<file path="config.mk">
export PLATFORM = sky130hd
export DESIGN_NAME = stochastic_adc_backend
export DESIGN_NICKNAME = d
export VERILOG_FILES = /design/src/hdl/adc_slice_pkg.sv /design/src/hdl/bin2thm.sv /design/src/hdl/tdc_capture.sv /design/src/hdl/wallace_adder.sv /design/src/hdl/sample_accumulator.sv /design/src/hdl/stochastic_adc_backend.sv
export VERILOG_INCLUDE_DIRS = /design/src /design/src/include
export SDC_FILE = /design/constraint.sdc
export NUM_CORES = 1
export LEC_CHECK = 0
export ABC_AREA = 1
export BUFFER_PORTS_ARGS = -buffer_cell sky130_fd_sc_hd__buf_4
export CORE_MARGIN = 8
export CORE_UTILIZATION = 64
export DETAILED_ROUTE_END_ITERATION = 8
export PLACE_DENSITY = 0.87
export SKIP_LAST_GASP = 1
export SLEW_MARGIN = 20
export SYNTH_ARGS = -nofsm -noshare
export SYNTH_HDL_FRONTEND = slang
export SYNTH_HIERARCHICAL = 1
export SYNTH_SLANG_ARGS = --single-unit
</file>
<file path="constraint.sdc">
create_clock -name clk_adder -period 11.2 [get_ports clk_adder]
set_input_delay 1.68 -clock clk_adder [delete_from_list [all_inputs] [get_ports clk_adder]]
set_output_delay 1.68 -clock clk_adder [all_outputs]
set_load 0.02 [all_outputs]
</file>
<file path="src/include/adc_slice_params.svh">
// tap count, code width, accumulation window and pipeline latency macros
`ifndef ADC_SLICE_PARAMS_SVH
`define ADC_SLICE_PARAMS_SVH

// number of delay-chain taps in one TDC snapshot
`define ADC_NTAPS 255

// width of the magnitude code produced by the ones counter
`define ADC_NADC 8

// number of samples summed into one accumulator window
`define ADC_ACC_WINDOW 16

// accumulator word width, wide enough for the signed window sum
`define ADC_ACC_WIDTH 20

// cycles from the input strobe to the sample strobe
// one cycle in capture and two in the adder
`define ADC_LATENCY 3

`endif

</file>
<file path="src/hdl/adc_slice_pkg.sv">
// tap, code, sample and accumulator types for the stochastic ADC slice
`include "adc_slice_params.svh"

package adc_slice_pkg;

    ////////////////////////////////////////////////////////////////////////////
    // plain vector types
    ////////////////////////////////////////////////////////////////////////////

    // raw or corrected delay-chain snapshot, one bit per tap
    typedef logic [`ADC_NTAPS-1:0] tap_vec_t;

    // binary tap-length control
    typedef logic [`ADC_NADC-1:0] tap_len_t;

    // magnitude of one conversion
    typedef logic [`ADC_NADC-1:0] adc_code_t;

    // signed running sum over one window
    typedef logic signed [`ADC_ACC_WIDTH-1:0] acc_word_t;

    ////////////////////////////////////////////////////////////////////////////
    // grouped payloads
    ////////////////////////////////////////////////////////////////////////////

    // arbiter sign together with the delay-chain flip-flops
    typedef struct packed {
        logic     sign;
        tap_vec_t taps;
    } tdc_snap_t;

    // sign-magnitude result of one conversion
    typedef struct packed {
        logic      sign;
        adc_code_t code;
    } adc_sample_t;

endpackage

</file>
<file path="src/hdl/bin2thm.sv">
// binary to thermometer decoder for the tap-length control
`timescale 1ns/1ps
`include "adc_slice_params.svh"

module bin2thm
    import adc_slice_pkg::*;
#(
    parameter int WIDTH = `ADC_NADC,
    parameter int NOUT  = `ADC_NTAPS
) (
    input  tap_len_t bin,
    output tap_vec_t thm
);

    // output bit i is set for every tap below the requested length
    // so a length of zero masks the whole chain
    genvar i;
    generate
        for (i = 0; i < NOUT; i++) begin : g_thm
            assign thm[i] = (bin > WIDTH'(i));
        end
    endgenerate

endmodule

</file>
<file path="src/hdl/tdc_capture.sv">
// phase-reverse synchronizer, tap masking, odd-tap correction and capture register
`timescale 1ns/1ps

module tdc_capture
    import adc_slice_pkg::*;
(
    input  logic      clk_adder,
    input  logic      rstb,
    input  logic      snap_valid,
    input  tdc_snap_t snap,
    input  tap_vec_t  tap_mask,
    input  logic      en_phase_reverse,
    output logic      cap_valid,
    output tdc_snap_t cap_snap
);

    logic     pr_meta;
    logic     pr_sync;
    tap_vec_t taps_fixed;
    tap_vec_t taps_masked;

    ////////////////////////////////////////////////////////////////////////////
    // phase-reverse synchronizer
    ////////////////////////////////////////////////////////////////////////////

    always_ff @(posedge clk_adder or negedge rstb) begin
        if (!rstb) begin
            pr_meta <= 1'b0;
            pr_sync <= 1'b0;
        end else begin
            pr_meta <= en_phase_reverse;
            pr_sync <= pr_meta;
        end
    end

    ////////////////////////////////////////////////////////////////////////////
    // tap correction and capture
    ////////////////////////////////////////////////////////////////////////////

    // odd taps were sampled on the opposite clock phase when reversal is on
    always_comb begin
        for (int i = 0; i < $bits(tap_vec_t); i++) begin
            taps_fixed[i] = snap.taps[i] ^ (pr_sync & i[0]);
        end
    end

    // taps beyond the programmed length are forced to zero
    assign taps_masked = taps_fixed & tap_mask;

    always_ff @(posedge clk_adder or negedge rstb) begin
        if (!rstb) begin
            cap_valid <= 1'b0;
        end else begin
            cap_valid <= snap_valid;
        end
    end

    always_ff @(posedge clk_adder) begin
        if (snap_valid) begin
            cap_snap.sign <= snap.sign;
            cap_snap.taps <= taps_masked;
        end
    end

endmodule

</file>
<file path="src/hdl/wallace_adder.sv">
// two-stage pipelined ones-counting tree producing the sign-magnitude code
`timescale 1ns/1ps
`include "adc_slice_params.svh"

module wallace_adder
    import adc_slice_pkg::*;
(
    input  logic        clk_adder,
    input  logic        rstb,
    input  logic        cap_valid,
    input  tdc_snap_t   cap_snap,
    output logic        sample_valid,
    output adc_sample_t sample
);

    localparam int GRP_SIZE = 15;
    localparam int NGRP     = `ADC_NTAPS / GRP_SIZE;

    logic [NGRP-1:0][3:0] grp_cnt;
    logic                 sign_s1;
    logic                 valid_s1;
    adc_code_t            code_sum;

    // full adder cell returning carry then sum
    function automatic logic [1:0] fa(input logic a, input logic b, input logic c);
        return {(a & b) | (c & (a ^ b)), a ^ b ^ c};
    endfunction

    // counts the ones of a 15-bit group with rows of full adders
    // each row compresses one weight column and passes carries up
    function automatic logic [3:0] count15(input logic [14:0] b);
        logic [4:0] s_a;
        logic [4:0] c_a;
        logic [1:0] r_b0;
        logic [1:0] r_b1;
        logic [1:0] r_t0;
        logic [1:0] r_t1;
        logic [1:0] r_t2;
        logic [1:0] r_v;
        for (int k = 0; k < 5; k++) begin
            {c_a[k], s_a[k]} = fa(b[3*k], b[3*k+1], b[3*k+2]);
        end
        // weight one column
        r_b0 = fa(s_a[0], s_a[1], s_a[2]);
        r_b1 = fa(s_a[3], s_a[4], r_b0[0]);
        // weight two column
        r_t0 = fa(c_a[0], c_a[1], c_a[2]);
        r_t1 = fa(c_a[3], c_a[4], r_b0[1]);
        r_t2 = fa(r_t0[0], r_t1[0], r_b1[1]);
        // the carry of the weight four column is the top bit
        r_v  = fa(r_t0[1], r_t1[1], r_t2[1]);
        return {r_v[1], r_v[0], r_t2[0], r_b1[0]};
    endfunction

    ////////////////////////////////////////////////////////////////////////////
    // stage one counts the groups
    ////////////////////////////////////////////////////////////////////////////

    always_ff @(posedge clk_adder) begin
        for (int g = 0; g < NGRP; g++) begin
            grp_cnt[g] <= count15(cap_snap.taps[g*GRP_SIZE +: GRP_SIZE]);
        end
        sign_s1 <= cap_snap.sign;
    end

    ////////////////////////////////////////////////////////////////////////////
    // stage two forms the final sum
    ////////////////////////////////////////////////////////////////////////////

    // the largest total is 255 so the code never overflows
    always_comb begin
        code_sum = '0;
        for (int g = 0; g < NGRP; g++) begin
            code_sum = code_sum + adc_code_t'(grp_cnt[g]);
        end
    end

    always_ff @(posedge clk_adder) begin
        sample.sign <= sign_s1;
        sample.code <= code_sum;
    end

    always_ff @(posedge clk_adder or negedge rstb) begin
        if (!rstb) begin
            valid_s1     <= 1'b0;
            sample_valid <= 1'b0;
        end else begin
            valid_s1     <= cap_valid;
            sample_valid <= valid_s1;
        end
    end

endmodule

</file>
<file path="src/hdl/sample_accumulator.sv">
// windowed accumulator of signed sample codes with a total strobe
`timescale 1ns/1ps
`include "adc_slice_params.svh"

module sample_accumulator
    import adc_slice_pkg::*;
(
    input  logic        clk_adder,
    input  logic        rstb,
    input  logic        sample_valid,
    input  adc_sample_t sample,
    output logic        acc_valid,
    output acc_word_t   acc_out
);

    localparam int CNT_W = $clog2(`ADC_ACC_WINDOW);

    logic [CNT_W-1:0] sample_cnt;
    acc_word_t        acc_sum;
    acc_word_t        code_mag;
    acc_word_t        acc_next;

    // a sign of one adds the code and a sign of zero subtracts it
    assign code_mag = {{(`ADC_ACC_WIDTH - `ADC_NADC){1'b0}}, sample.code};
    assign acc_next = sample.sign ? (acc_sum + code_mag) : (acc_sum - code_mag);

    always_ff @(posedge clk_adder or negedge rstb) begin
        if (!rstb) begin
            sample_cnt <= '0;
            acc_sum    <= '0;
            acc_out    <= '0;
            acc_valid  <= 1'b0;
        end else begin
            acc_valid <= 1'b0;
            if (sample_valid) begin
                if (sample_cnt == CNT_W'(`ADC_ACC_WINDOW - 1)) begin
                    // the last sample of the window publishes the total and restarts the sum
                    acc_out    <= acc_next;
                    acc_valid  <= 1'b1;
                    acc_sum    <= '0;
                    sample_cnt <= '0;
                end else begin
                    acc_sum    <= acc_next;
                    sample_cnt <= sample_cnt + 1'b1;
                end
            end
        end
    end

endmodule

</file>
<file path="src/hdl/stochastic_adc_backend.sv">
// top level of the ADC slice back end with decoder, capture, adder and accumulator
`timescale 1ns/1ps

module stochastic_adc_backend
    import adc_slice_pkg::*;
(
    input  logic        clk_adder,
    input  logic        rstb,
    input  logic        snap_valid,
    input  tdc_snap_t   snap,
    input  tap_len_t    tap_len,
    input  logic        en_phase_reverse,
    output logic        sample_valid,
    output adc_sample_t sample,
    output logic        acc_valid,
    output acc_word_t   acc_out
);

    tap_vec_t  tap_mask;
    logic      cap_valid;
    tdc_snap_t cap_snap;

    bin2thm i_b2t_taps (
        .bin (tap_len),
        .thm (tap_mask)
    );

    tdc_capture i_capture (
        .clk_adder        (clk_adder),
        .rstb             (rstb),
        .snap_valid       (snap_valid),
        .snap             (snap),
        .tap_mask         (tap_mask),
        .en_phase_reverse (en_phase_reverse),
        .cap_valid        (cap_valid),
        .cap_snap         (cap_snap)
    );

    wallace_adder i_adder (
        .clk_adder    (clk_adder),
        .rstb         (rstb),
        .cap_valid    (cap_valid),
        .cap_snap     (cap_snap),
        .sample_valid (sample_valid),
        .sample       (sample)
    );

    sample_accumulator i_accum (
        .clk_adder    (clk_adder),
        .rstb         (rstb),
        .sample_valid (sample_valid),
        .sample       (sample),
        .acc_valid    (acc_valid),
        .acc_out      (acc_out)
    );

endmodule

</file>
==> implementation parameters, run 1 <==
Parameter                              Value

Worst setup path
  Startpoint types    register
  Number of buffer and inverter instances along the worst setup path    4
  R2R Setup Slk    6.37 ns
  Critical Path RT    11.65 ns
  CP max FO    3
  Worst EP arrival    5.28 ns
  CP endpoint kind    register
  Crit path max-delay family    adder cells
  Count of cells along the worst register-to-register path    16
  Dominant cell type by count on the critical path    sky130_fd_sc_hd__fa_1
  Total stage count of the critical path    16
  CP peak stage delay    0.59 ns
  Crit Path Class    reg2reg
  Chain of cells forming the critical path    inv_1 > fa_1 > inv_1 > fa_1 > fa_1 > fa_1 > fa_1 > inv_1 > fa_1 > inv_1 > ha_1 > or2_4 > nand3_1 > nand2_1 > nand2_1 > nand2_1
  CP max stage cell    sky130_fd_sc_hd__fa_1

Floorplanning
  Die Area    43700 um2
  Initial Util    65.0%
  Die boundary height    209 um
  Placeable Area    36700 um2
  Total I/O pin count    299
  Std-Cell Rows    70
  Die width    209 um

GRT
  Wire length of the first global-routing pass    111000 um
  Busiest layer in global routing    met2
  Met2 capacity usage during global routing    55.8%
  Total global-route track usage    33.7%
  Pin count of the biggest net entering global routing    126
  Grt total ovfl    0
  Number of global-route vias before repair    20100
  Met3 Resource Use GR    8.92%
  Met1 global-route usage    38.3%
  Number of antenna violations at the first check in global routing    6

Finish
  Area Overhead vs Synth    16.2%
  Reg area    10500 um2
  Multi-input gate area    11300 um2
  Fraction of final layout cells with drive strength greater than 1    15.8%
  Fill cells    2331
  Net count, final    3351

STA
  Final hold viol count    0
  Worst relative slew slack    13.6%
  Slew Limit Fails    0
  Post-route clock skew    0.0319 ns
  Final Setup Violations    0
  F_max    207 MHz
  RSZ-0062 raised after global routing    false
  Final TNS setup    0 ns
  Clock period minus final worst setup slack    4.83 ns
  Portion of the clock cycle consumed by the worst path in the final layout    43.1%
  Worst slew pin tran    1.29 ns
  Hold Worst Slack    0.329 ns
  Worst path setup slack after routing    6.37 ns

Placed design
  Weighted congestion at the end of routability-driven global placement    0.913
  PortBufs    298
  Placement Setup Slack    6.44 ns
  Half-perimeter wire length after detailed placement    52000 um

Clock tree
  Maximum root-to-sink buffer count    3
  Later-pin clock latency in the skew report    0.59 ns
  CTS H-tree depth    2
  Clock transition at path regs    0.06 ns
  Post-cts repair resize count    0
  Number of buffers created by CTS    42
  Cts-stage hold buffer count    0
  Clock Root Buffer    sky130_fd_sc_hd__clkbuf_16
  Number of sinks driven by the clock tree    384
  Number of post-CTS setup repair buffers    0
  Clock tree from TritonCTS    done

Logic synthesis
  Net count after synthesis    3084
  Share of the synthesized area in the top cell type    32.2%
  Instance count of the mapped netlist    2530
  Register area share after synthesis    44.0%
  Total standard cell area after synthesis    23900 um2
  Post-synth EDFFs    256
  Avg Cell Area, Syn    9.43 um2
  Library cells used by synthesis    43
  Share of flip-flops with an asynchronous set or reset    13.0%
  Ranking of synthesized cells by area    sky130_fd_sc_hd__edfxtp_1, sky130_fd_sc_hd__fa_1, sky130_fd_sc_hd__nand2_1
  Yosys Warn Count    6
  Library cell occupying the most area in the post-synthesis netlist    sky130_fd_sc_hd__edfxtp_1
  Register bit count reported by yosys    384
  Top_reg_cell synth    sky130_fd_sc_hd__edfxtp_1

Routing
  Number of nets with antenna violations after routing    0
  Post-Route WL    73800 um
  Number of remaining DRC errors    0
  Count of vias placed by the detailed router    19000
  Detailed Routing Iterations Pass 1    7
  Via count normalized by instance count    5.75
  Initial DRC Count    2513
  Avg WL per Cell    22.4 um

Min path
  Type of the worst min-delay path    reg2reg
  Worst hold path stage count    0

Run status
  Status    finished, final reports clean

Flow run
  MaxCap Viol Count    0
[worst reg2reg max path: cells and delay by family, from the launching register on]
family	cells	cell delay [ns]
adders and majority gates	7	3.50
and+or+nand+nor	5	0.61
DFF	1	0.32
buffers and inverters	4	0.26
[area by class of cell]
cell class,count,share of cell area [%]
multi-input cells,1614,40.6
flip-flops and latches,384,37.9
repair buffers,307,8.35
inverters,448,6.07
clock buffers,53,4.05
well taps,468,2.11
clock inverters,25,0.867
diodes,3,0.0271
[registers in the layout, summed over array words and instances (netlist names), 4 cells and up]
signal and flops:
i_adder/sample 9, i_capture/cap_snap 256, i_accum/sample_cnt 4, i_adder/grp_cnt 68, i_accum/acc_out 20, i_accum/acc_sum 20
[layout by cell type, fill, tap and decap left out, types with 3 or more instances in the layout]
master	synthesis	layout
sky130_fd_sc_hd__buf_4	13	305
sky130_fd_sc_hd__inv_6	0	3
sky130_fd_sc_hd__clkbuf_8	0	3
sky130_fd_sc_hd__clkinv_2	0	11
sky130_fd_sc_hd__clkinv_1	0	7
sky130_fd_sc_hd__nand4_1	3	3
sky130_fd_sc_hd__nor2_2	5	5
sky130_fd_sc_hd__o21ai_0	59	59
sky130_fd_sc_hd__nor2_4	12	12
sky130_fd_sc_hd__nand3b_1	6	6
sky130_fd_sc_hd__or2_1	6	6
sky130_fd_sc_hd__dfrtp_1	50	49
sky130_fd_sc_hd__nor4_1	3	3
sky130_fd_sc_hd__fa_1	250	250
sky130_fd_sc_hd__inv_1	429	428
sky130_fd_sc_hd__ha_1	36	36
sky130_fd_sc_hd__xor2_1	9	9
sky130_fd_sc_hd__nor2_1	317	317
sky130_fd_sc_hd__a21oi_1	55	55
sky130_fd_sc_hd__nand3_1	55	55
sky130_fd_sc_hd__clkbuf_1	19	8
sky130_fd_sc_hd__a21oi_2	5	3
sky130_fd_sc_hd__dfxtp_1	78	78
sky130_fd_sc_hd__o21ai_1	119	118
sky130_fd_sc_hd__nand3_2	6	6
sky130_fd_sc_hd__inv_2	19	19
sky130_fd_sc_hd__xnor2_1	8	8
sky130_fd_sc_hd__edfxtp_1	256	256
sky130_fd_sc_hd__bufinv_16	0	4
sky130_fd_sc_hd__nand2_1	625	625
sky130_fd_sc_hd__nand2_2	18	18
sky130_fd_sc_hd__a21oi_4	1	3
sky130_fd_sc_hd__diode_2	0	3
sky130_fd_sc_hd__clkbuf_16	0	42
[worst paths after layout]
| kind | from | endpoint |
|---|---|---|
| min in group asynchronous | rstb | i_capture/pr_meta$_DFF_PN0_ |
| max in group asynchronous | rstb | i_capture/pr_sync$_DFF_PN0_ |
| max reg2reg | i_adder/grp_cnt[14]$_DFF_P_ | i_adder/sample[7]$_DFF_P_ |
| min | i_adder/sign_s1$_DFF_P_ | i_adder/sample[8]$_DFF_P_ |
| min reg2reg | i_adder/sign_s1$_DFF_P_ | i_adder/sample[8]$_DFF_P_ |
| max | i_adder/grp_cnt[14]$_DFF_P_ | i_adder/sample[7]$_DFF_P_ |
[cell families (layout without fill, tap and decap cells)]
| kind of cell | after synthesis | in the layout | synth area share (%) |
|---|---|---|---|
| buffers and inverters | 532 | 833 | 8.89 |
| other | 0 | 3 | 0 |
| AND/OR/NAND/NOR | 1064 | 1064 | 18.2 |
| adder cells (fa/ha/maj) | 286 | 286 | 22.9 |
| flip-flops | 384 | 384 | 44.0 |
| XOR/XNOR | 17 | 17 | 0.624 |
| AO/OA/AOI/OAI | 247 | 247 | 5.40 |
[routing by layer]
layer	vias up	routed length, um
met4	10	5710
met2	1337	35400
li1	8303	-
met3	397	8420
met1	8947	24200
met5	-	61
[per-stage QoR]
stage | utilization, % | std cells | area (um2)
finish | 75.5 | 3302 | 27700
global route | 75.5 | 3300 | 27700
CTS | 75.5 | 3299 | 27700
detailed placement | 71.8 | 3221 | 26300
global placement | 71.8 | 3221 | 26300
floorplan | - | 2530 | 23900
[cells in the mapped netlist, types with 8 or more instances]
cell type and number:
sky130_fd_sc_hd__inv_2 19, sky130_fd_sc_hd__dfxtp_1 78, sky130_fd_sc_hd__buf_2 48, sky130_fd_sc_hd__xor2_1 9, sky130_fd_sc_hd__ha_1 36, sky130_fd_sc_hd__fa_1 250
sky130_fd_sc_hd__dfrtp_1 50, sky130_fd_sc_hd__nand2_2 18, sky130_fd_sc_hd__nor2_1 317, sky130_fd_sc_hd__edfxtp_1 256, sky130_fd_sc_hd__a21oi_1 55, sky130_fd_sc_hd__buf_4 13
sky130_fd_sc_hd__clkbuf_1 19, sky130_fd_sc_hd__nand2_1 625, sky130_fd_sc_hd__nor2_4 12, sky130_fd_sc_hd__inv_1 429, sky130_fd_sc_hd__xnor2_1 8, sky130_fd_sc_hd__o21ai_0 59
sky130_fd_sc_hd__nand3_1 55, sky130_fd_sc_hd__o21ai_1 119
Power of run 1 is left out: the tool's default activity adds up to more than one toggle a clock period on the data nets, which glitch-free logic cannot reach.
==> run 2: changes to the inputs <==
--- a/config.mk
+++ b/config.mk
@@ -6,12 +6,12 @@
 export SDC_FILE = /design/constraint.sdc
 export NUM_CORES = 1
 export LEC_CHECK = 0
-export ABC_AREA = 1
+export ABC_AREA = 0
 export BUFFER_PORTS_ARGS = -buffer_cell sky130_fd_sc_hd__buf_4
 export CORE_MARGIN = 8
-export CORE_UTILIZATION = 64
+export CORE_UTILIZATION = 59
 export DETAILED_ROUTE_END_ITERATION = 8
-export PLACE_DENSITY = 0.87
+export PLACE_DENSITY = 0.81
 export SKIP_LAST_GASP = 1
 export SLEW_MARGIN = 20
 export SYNTH_ARGS = -nofsm -noshare
==> constraint.sdc (replaced) <==
create_clock -name clk_adder -period 4.9 [get_ports clk_adder]
set_input_delay 0.735 -clock clk_adder [delete_from_list [all_inputs] [get_ports clk_adder]]
set_output_delay 0.735 -clock clk_adder [all_outputs]
set_load 0.02 [all_outputs]
==> run 2 against run 1 <==
Effect of this change: maximum frequency shrank 1.3%; final cell count shrank 13%; synthesized cell count shrank 19%; sequential share of layout area shrank 0.084 points; non-clock buffer count grew 15; critical path type unchanged.
==> implementation parameters, run 2 <==
Parameter                              Value

STA
  Portion of the clock cycle consumed by the worst path in the final layout    99.9% (+57 points)
  Post-route clock skew    0.0199 ns (-0.0120 ns)
  Slew Limit Fails    0 (unchanged)
  Final hold viol count    0 (unchanged)
  Final Setup Violations    0 (unchanged)
  Clock period minus final worst setup slack    4.89 ns (+0.0660 ns)
  Worst slew pin tran    1.17 ns (-0.122 ns)
  RSZ-0062 raised after global routing    true
  Worst relative slew slack    21.9% (+8.2 points)
  F_max    204 MHz (-1.3%)

Logic synthesis
  Yosys Warn Count    6 (unchanged)
  Compound-Gate Fraction of Synth Area    7.97% (+2.6 points)
  Total standard cell area after synthesis    23800 um2 (-0.44%)
  Dominant cell by count in the synthesized netlist    sky130_fd_sc_hd__inv_1
  Adder and majority gate portion of the synthesized area    23.0% (+0.10 points)
  Post-synthesis mux area share    0.184% (+0.18 points)
  Register bit count reported by yosys    384 (unchanged)
  Combinational family with the most area after synthesis    adder cells
  Register area share after synthesis    44.2% (+0.19 points)
  Library cell occupying the most area in the post-synthesis netlist    sky130_fd_sc_hd__edfxtp_1
  Fraction of synthesized cell area in xor and xnor cells    5.79% (+5.2 points)
  Ranking of synthesized cells by instance count    sky130_fd_sc_hd__inv_1, sky130_fd_sc_hd__and2_1, sky130_fd_sc_hd__edfxtp_1
  Avg Cell Area, Syn    11.6 um2 (+23%)
  Share of the synthesized area in the top cell type    32.4% (+0.14 points)
  Post-synth EDFFs    256 (unchanged)
  Ranking of synthesized cells by area    sky130_fd_sc_hd__edfxtp_1, sky130_fd_sc_hd__fa_1, sky130_fd_sc_hd__and2_1
  Top_reg_cell synth    sky130_fd_sc_hd__edfxtp_1
  Instance count of the mapped netlist    2049 (-19%)
  Library cells used by synthesis    81 (+88%)
  Net count after synthesis    2603 (-16%)
  Share of synthesized cell area in and, or, nand and nor gates    12.4% (-5.8 points)
  Share of flip-flops with an asynchronous set or reset    13.0% (unchanged)

Routing
  Avg WL per Cell    23.6 um (+5.6%)
  Via count normalized by instance count    5.73 (-0.38%)
  Post-Route WL    68100 um (-7.7%)
  Detailed Routing Iterations Pass 1    6 (-1)
  Initial DRC Count    1905 (-24%)
  Number of nets with antenna violations after routing    0 (unchanged)
  Number of remaining DRC errors    0 (unchanged)
  Count of vias placed by the detailed router    16500 (-13%)

GRT
  Pin count of the biggest net entering global routing    134 (+6.3%)
  Grt total ovfl    0 (unchanged)
  Wire length of the first global-routing pass    102000 um (-8.0%)
  Number of antenna violations at the first check in global routing    5 (-1)
  Total global-route track usage    28.9% (-4.8 points)
  Number of global-route vias before repair    17600 (-12%)

Clock tree
  Maximum root-to-sink buffer count    3 (unchanged)
  Number of buffers created by CTS    41 (-2.4%)
  Clock tree from TritonCTS    done
  Clock transition at path regs    0.06 ns (about the same)
  Number of sinks driven by the clock tree    384 (unchanged)
  Cts-stage hold buffer count    0 (unchanged)
  Clock Root Buffer    sky130_fd_sc_hd__clkbuf_16
  CTS H-tree depth    2 (unchanged)
  Later-pin clock latency in the skew report    0.56 ns (-0.03 ns)

Worst setup path
  Startpoint types    register
  Worst flop-to-flop path endpoint    i_adder/sample[6]$_DFF_P_
  CP max FO    2 (-1)
  Worst EP arrival    5.36 ns (+0.08 ns)
  Count of cells along the worst register-to-register path    16 (unchanged)
  Launch instance of the worst register-to-register path    i_adder/grp_cnt[1]$_DFF_P_
  CP endpoint kind    register
  Total stage count of the critical path    16 (unchanged)
  CP max stage cell    sky130_fd_sc_hd__fa_1
  Dominant cell type by count on the critical path    sky130_fd_sc_hd__fa_1
  Crit path max-delay family    adder cells
  Critical Path RT    5.37 ns (-6.28 ns)
  Number of buffer and inverter instances along the worst setup path    4 (unchanged)
  Crit Path Class    reg2reg
  CP peak stage delay    0.57 ns (-0.02 ns)
  Chain of cells forming the critical path    inv_2 > fa_1 > inv_2 > fa_1 > fa_1 > fa_1 > fa_1 > inv_2 > fa_1 > inv_2 > fa_2 > a21o_1 > a21oi_2 > o21bai_1 > a21oi_2 > xnor2_1
  R2R Setup Slk    0.005 ns (-6.37 ns)

Finish
  Largest registers ranked by flip-flop count    i_capture/cap_snap: 256 flops, i_adder/grp_cnt: 68 flops
  Fraction of final layout cells with drive strength greater than 1    18.6% (+2.8 points)
  Final core utilization    70.0% (-5.6 points)
  Commonest cells after routing, fill and taps aside    sky130_fd_sc_hd__buf_4, sky130_fd_sc_hd__inv_1, sky130_fd_sc_hd__and2_1, sky130_fd_sc_hd__edfxtp_1, sky130_fd_sc_hd__fa_1
  Max reg flops    256 (unchanged)
  Register name with the most flops    i_capture/cap_snap
  Net count, final    2882 (-14%)
  Area Overhead vs Synth    17.0%
  Most common library cell in the layout ignoring fill and taps    sky130_fd_sc_hd__buf_4

Placed design
  Weighted congestion at the end of routability-driven global placement    0.940 (+3.0%)
  Half-perimeter wire length after detailed placement    51500 um (-0.89%)
  PortBufs    298 (unchanged)

Flow run
  MaxCap Viol Count    0 (unchanged)

Min path
  Type of the worst min-delay path    in2async

Floorplanning
  Die Area    47000 um2 (+7.4%)
  Die width    217 um (+3.6%)
  Placeable Area    39700 um2 (+8.3%)
  Std-Cell Rows    73 (+4.3%)
  Total I/O pin count    299 (unchanged)
  Die boundary height    217 um (+3.6%)
  Initial Util    59.8% (-5.2 points)

Run status
  Status    finished, final reports clean
==> run 2: cells by family after synthesis <==
kind of cell             count (synthesis)
AND/OR/NAND/NOR                        533
adder cells (fa/ha/maj)                286
AO/OA/AOI/OAI                          312
multiplexers                             4
flip-flops                             384
XOR/XNOR                               157
buffers and inverters                  373
==> run 2: how the worst max path moves through the flow <==
stage,start,to,slack [ns]
floorplan,i_adder/grp_cnt[1]$_DFF_P_,i_adder/sample[6]$_DFF_P_,0.12
global placement,i_adder/grp_cnt[1]$_DFF_P_,i_adder/sample[6]$_DFF_P_,0.02
detailed placement,i_adder/grp_cnt[1]$_DFF_P_,i_adder/sample[6]$_DFF_P_,-0.08
CTS,i_adder/grp_cnt[49]$_DFF_P_,i_adder/sample[7]$_DFF_P_,0.003
global route,i_adder/grp_cnt[1]$_DFF_P_,i_adder/sample[6]$_DFF_P_,-0.16
finish,i_adder/grp_cnt[1]$_DFF_P_,i_adder/sample[6]$_DFF_P_,0.005
==> run 2: metrics by stage <==
step | hold slack (ns) | TNS, ns | area (um2) | setup WS (ns) | std cells
after floorplan | 0.310 | 0 | 23800 | 0.117 | 2049
after global placement | 0.311 | 0 | 26400 | 0.0233 | 2809
after detailed placement | 0.312 | -0.145 | 26400 | -0.0814 | 2809
after CTS | 0.207 | 0 | 27700 | 0.00322 | 2883
after global routing | 0.251 | -0.363 | 27800 | -0.165 | 2884
final | 0.216 | 0 | 27800 | 0.00539 | 2887
==> run 2: timing repair <==
item                                    CTS  global route
endpoints found under the setup margin    4             3
buffers inserted                          0             1
gates resized for setup                   4            12
pin swaps                                10            22
==> run 2: area by class of cell <==
cell class / count / area [um2]
Fill cell: 2816 / 11900
Multi-Input combinational cell: 1292 / 11800
Sequential cell: 384 / 10500
Timing Repair Buffer: 322 / 2450
Clock buffer: 53 / 1130
Inverter: 287 / 1080
Tap cell: 525 / 657
Clock inverter: 21 / 149
Antenna cell: 3 / 7.51
==> run 2: routing by layer <==
metal | up-vias | GRT usage [%] | wire [um]
li1 | 7209 | - | -
met2 | 1039 | 48.0 | 33000
met3 | 222 | 6.75 | 7510
met1 | 8069 | 35.6 | 23900
met4 | 4 | 13.6 | 3760
met5 | - | 0 | 27
Power of run 2 is left out for the same reason.
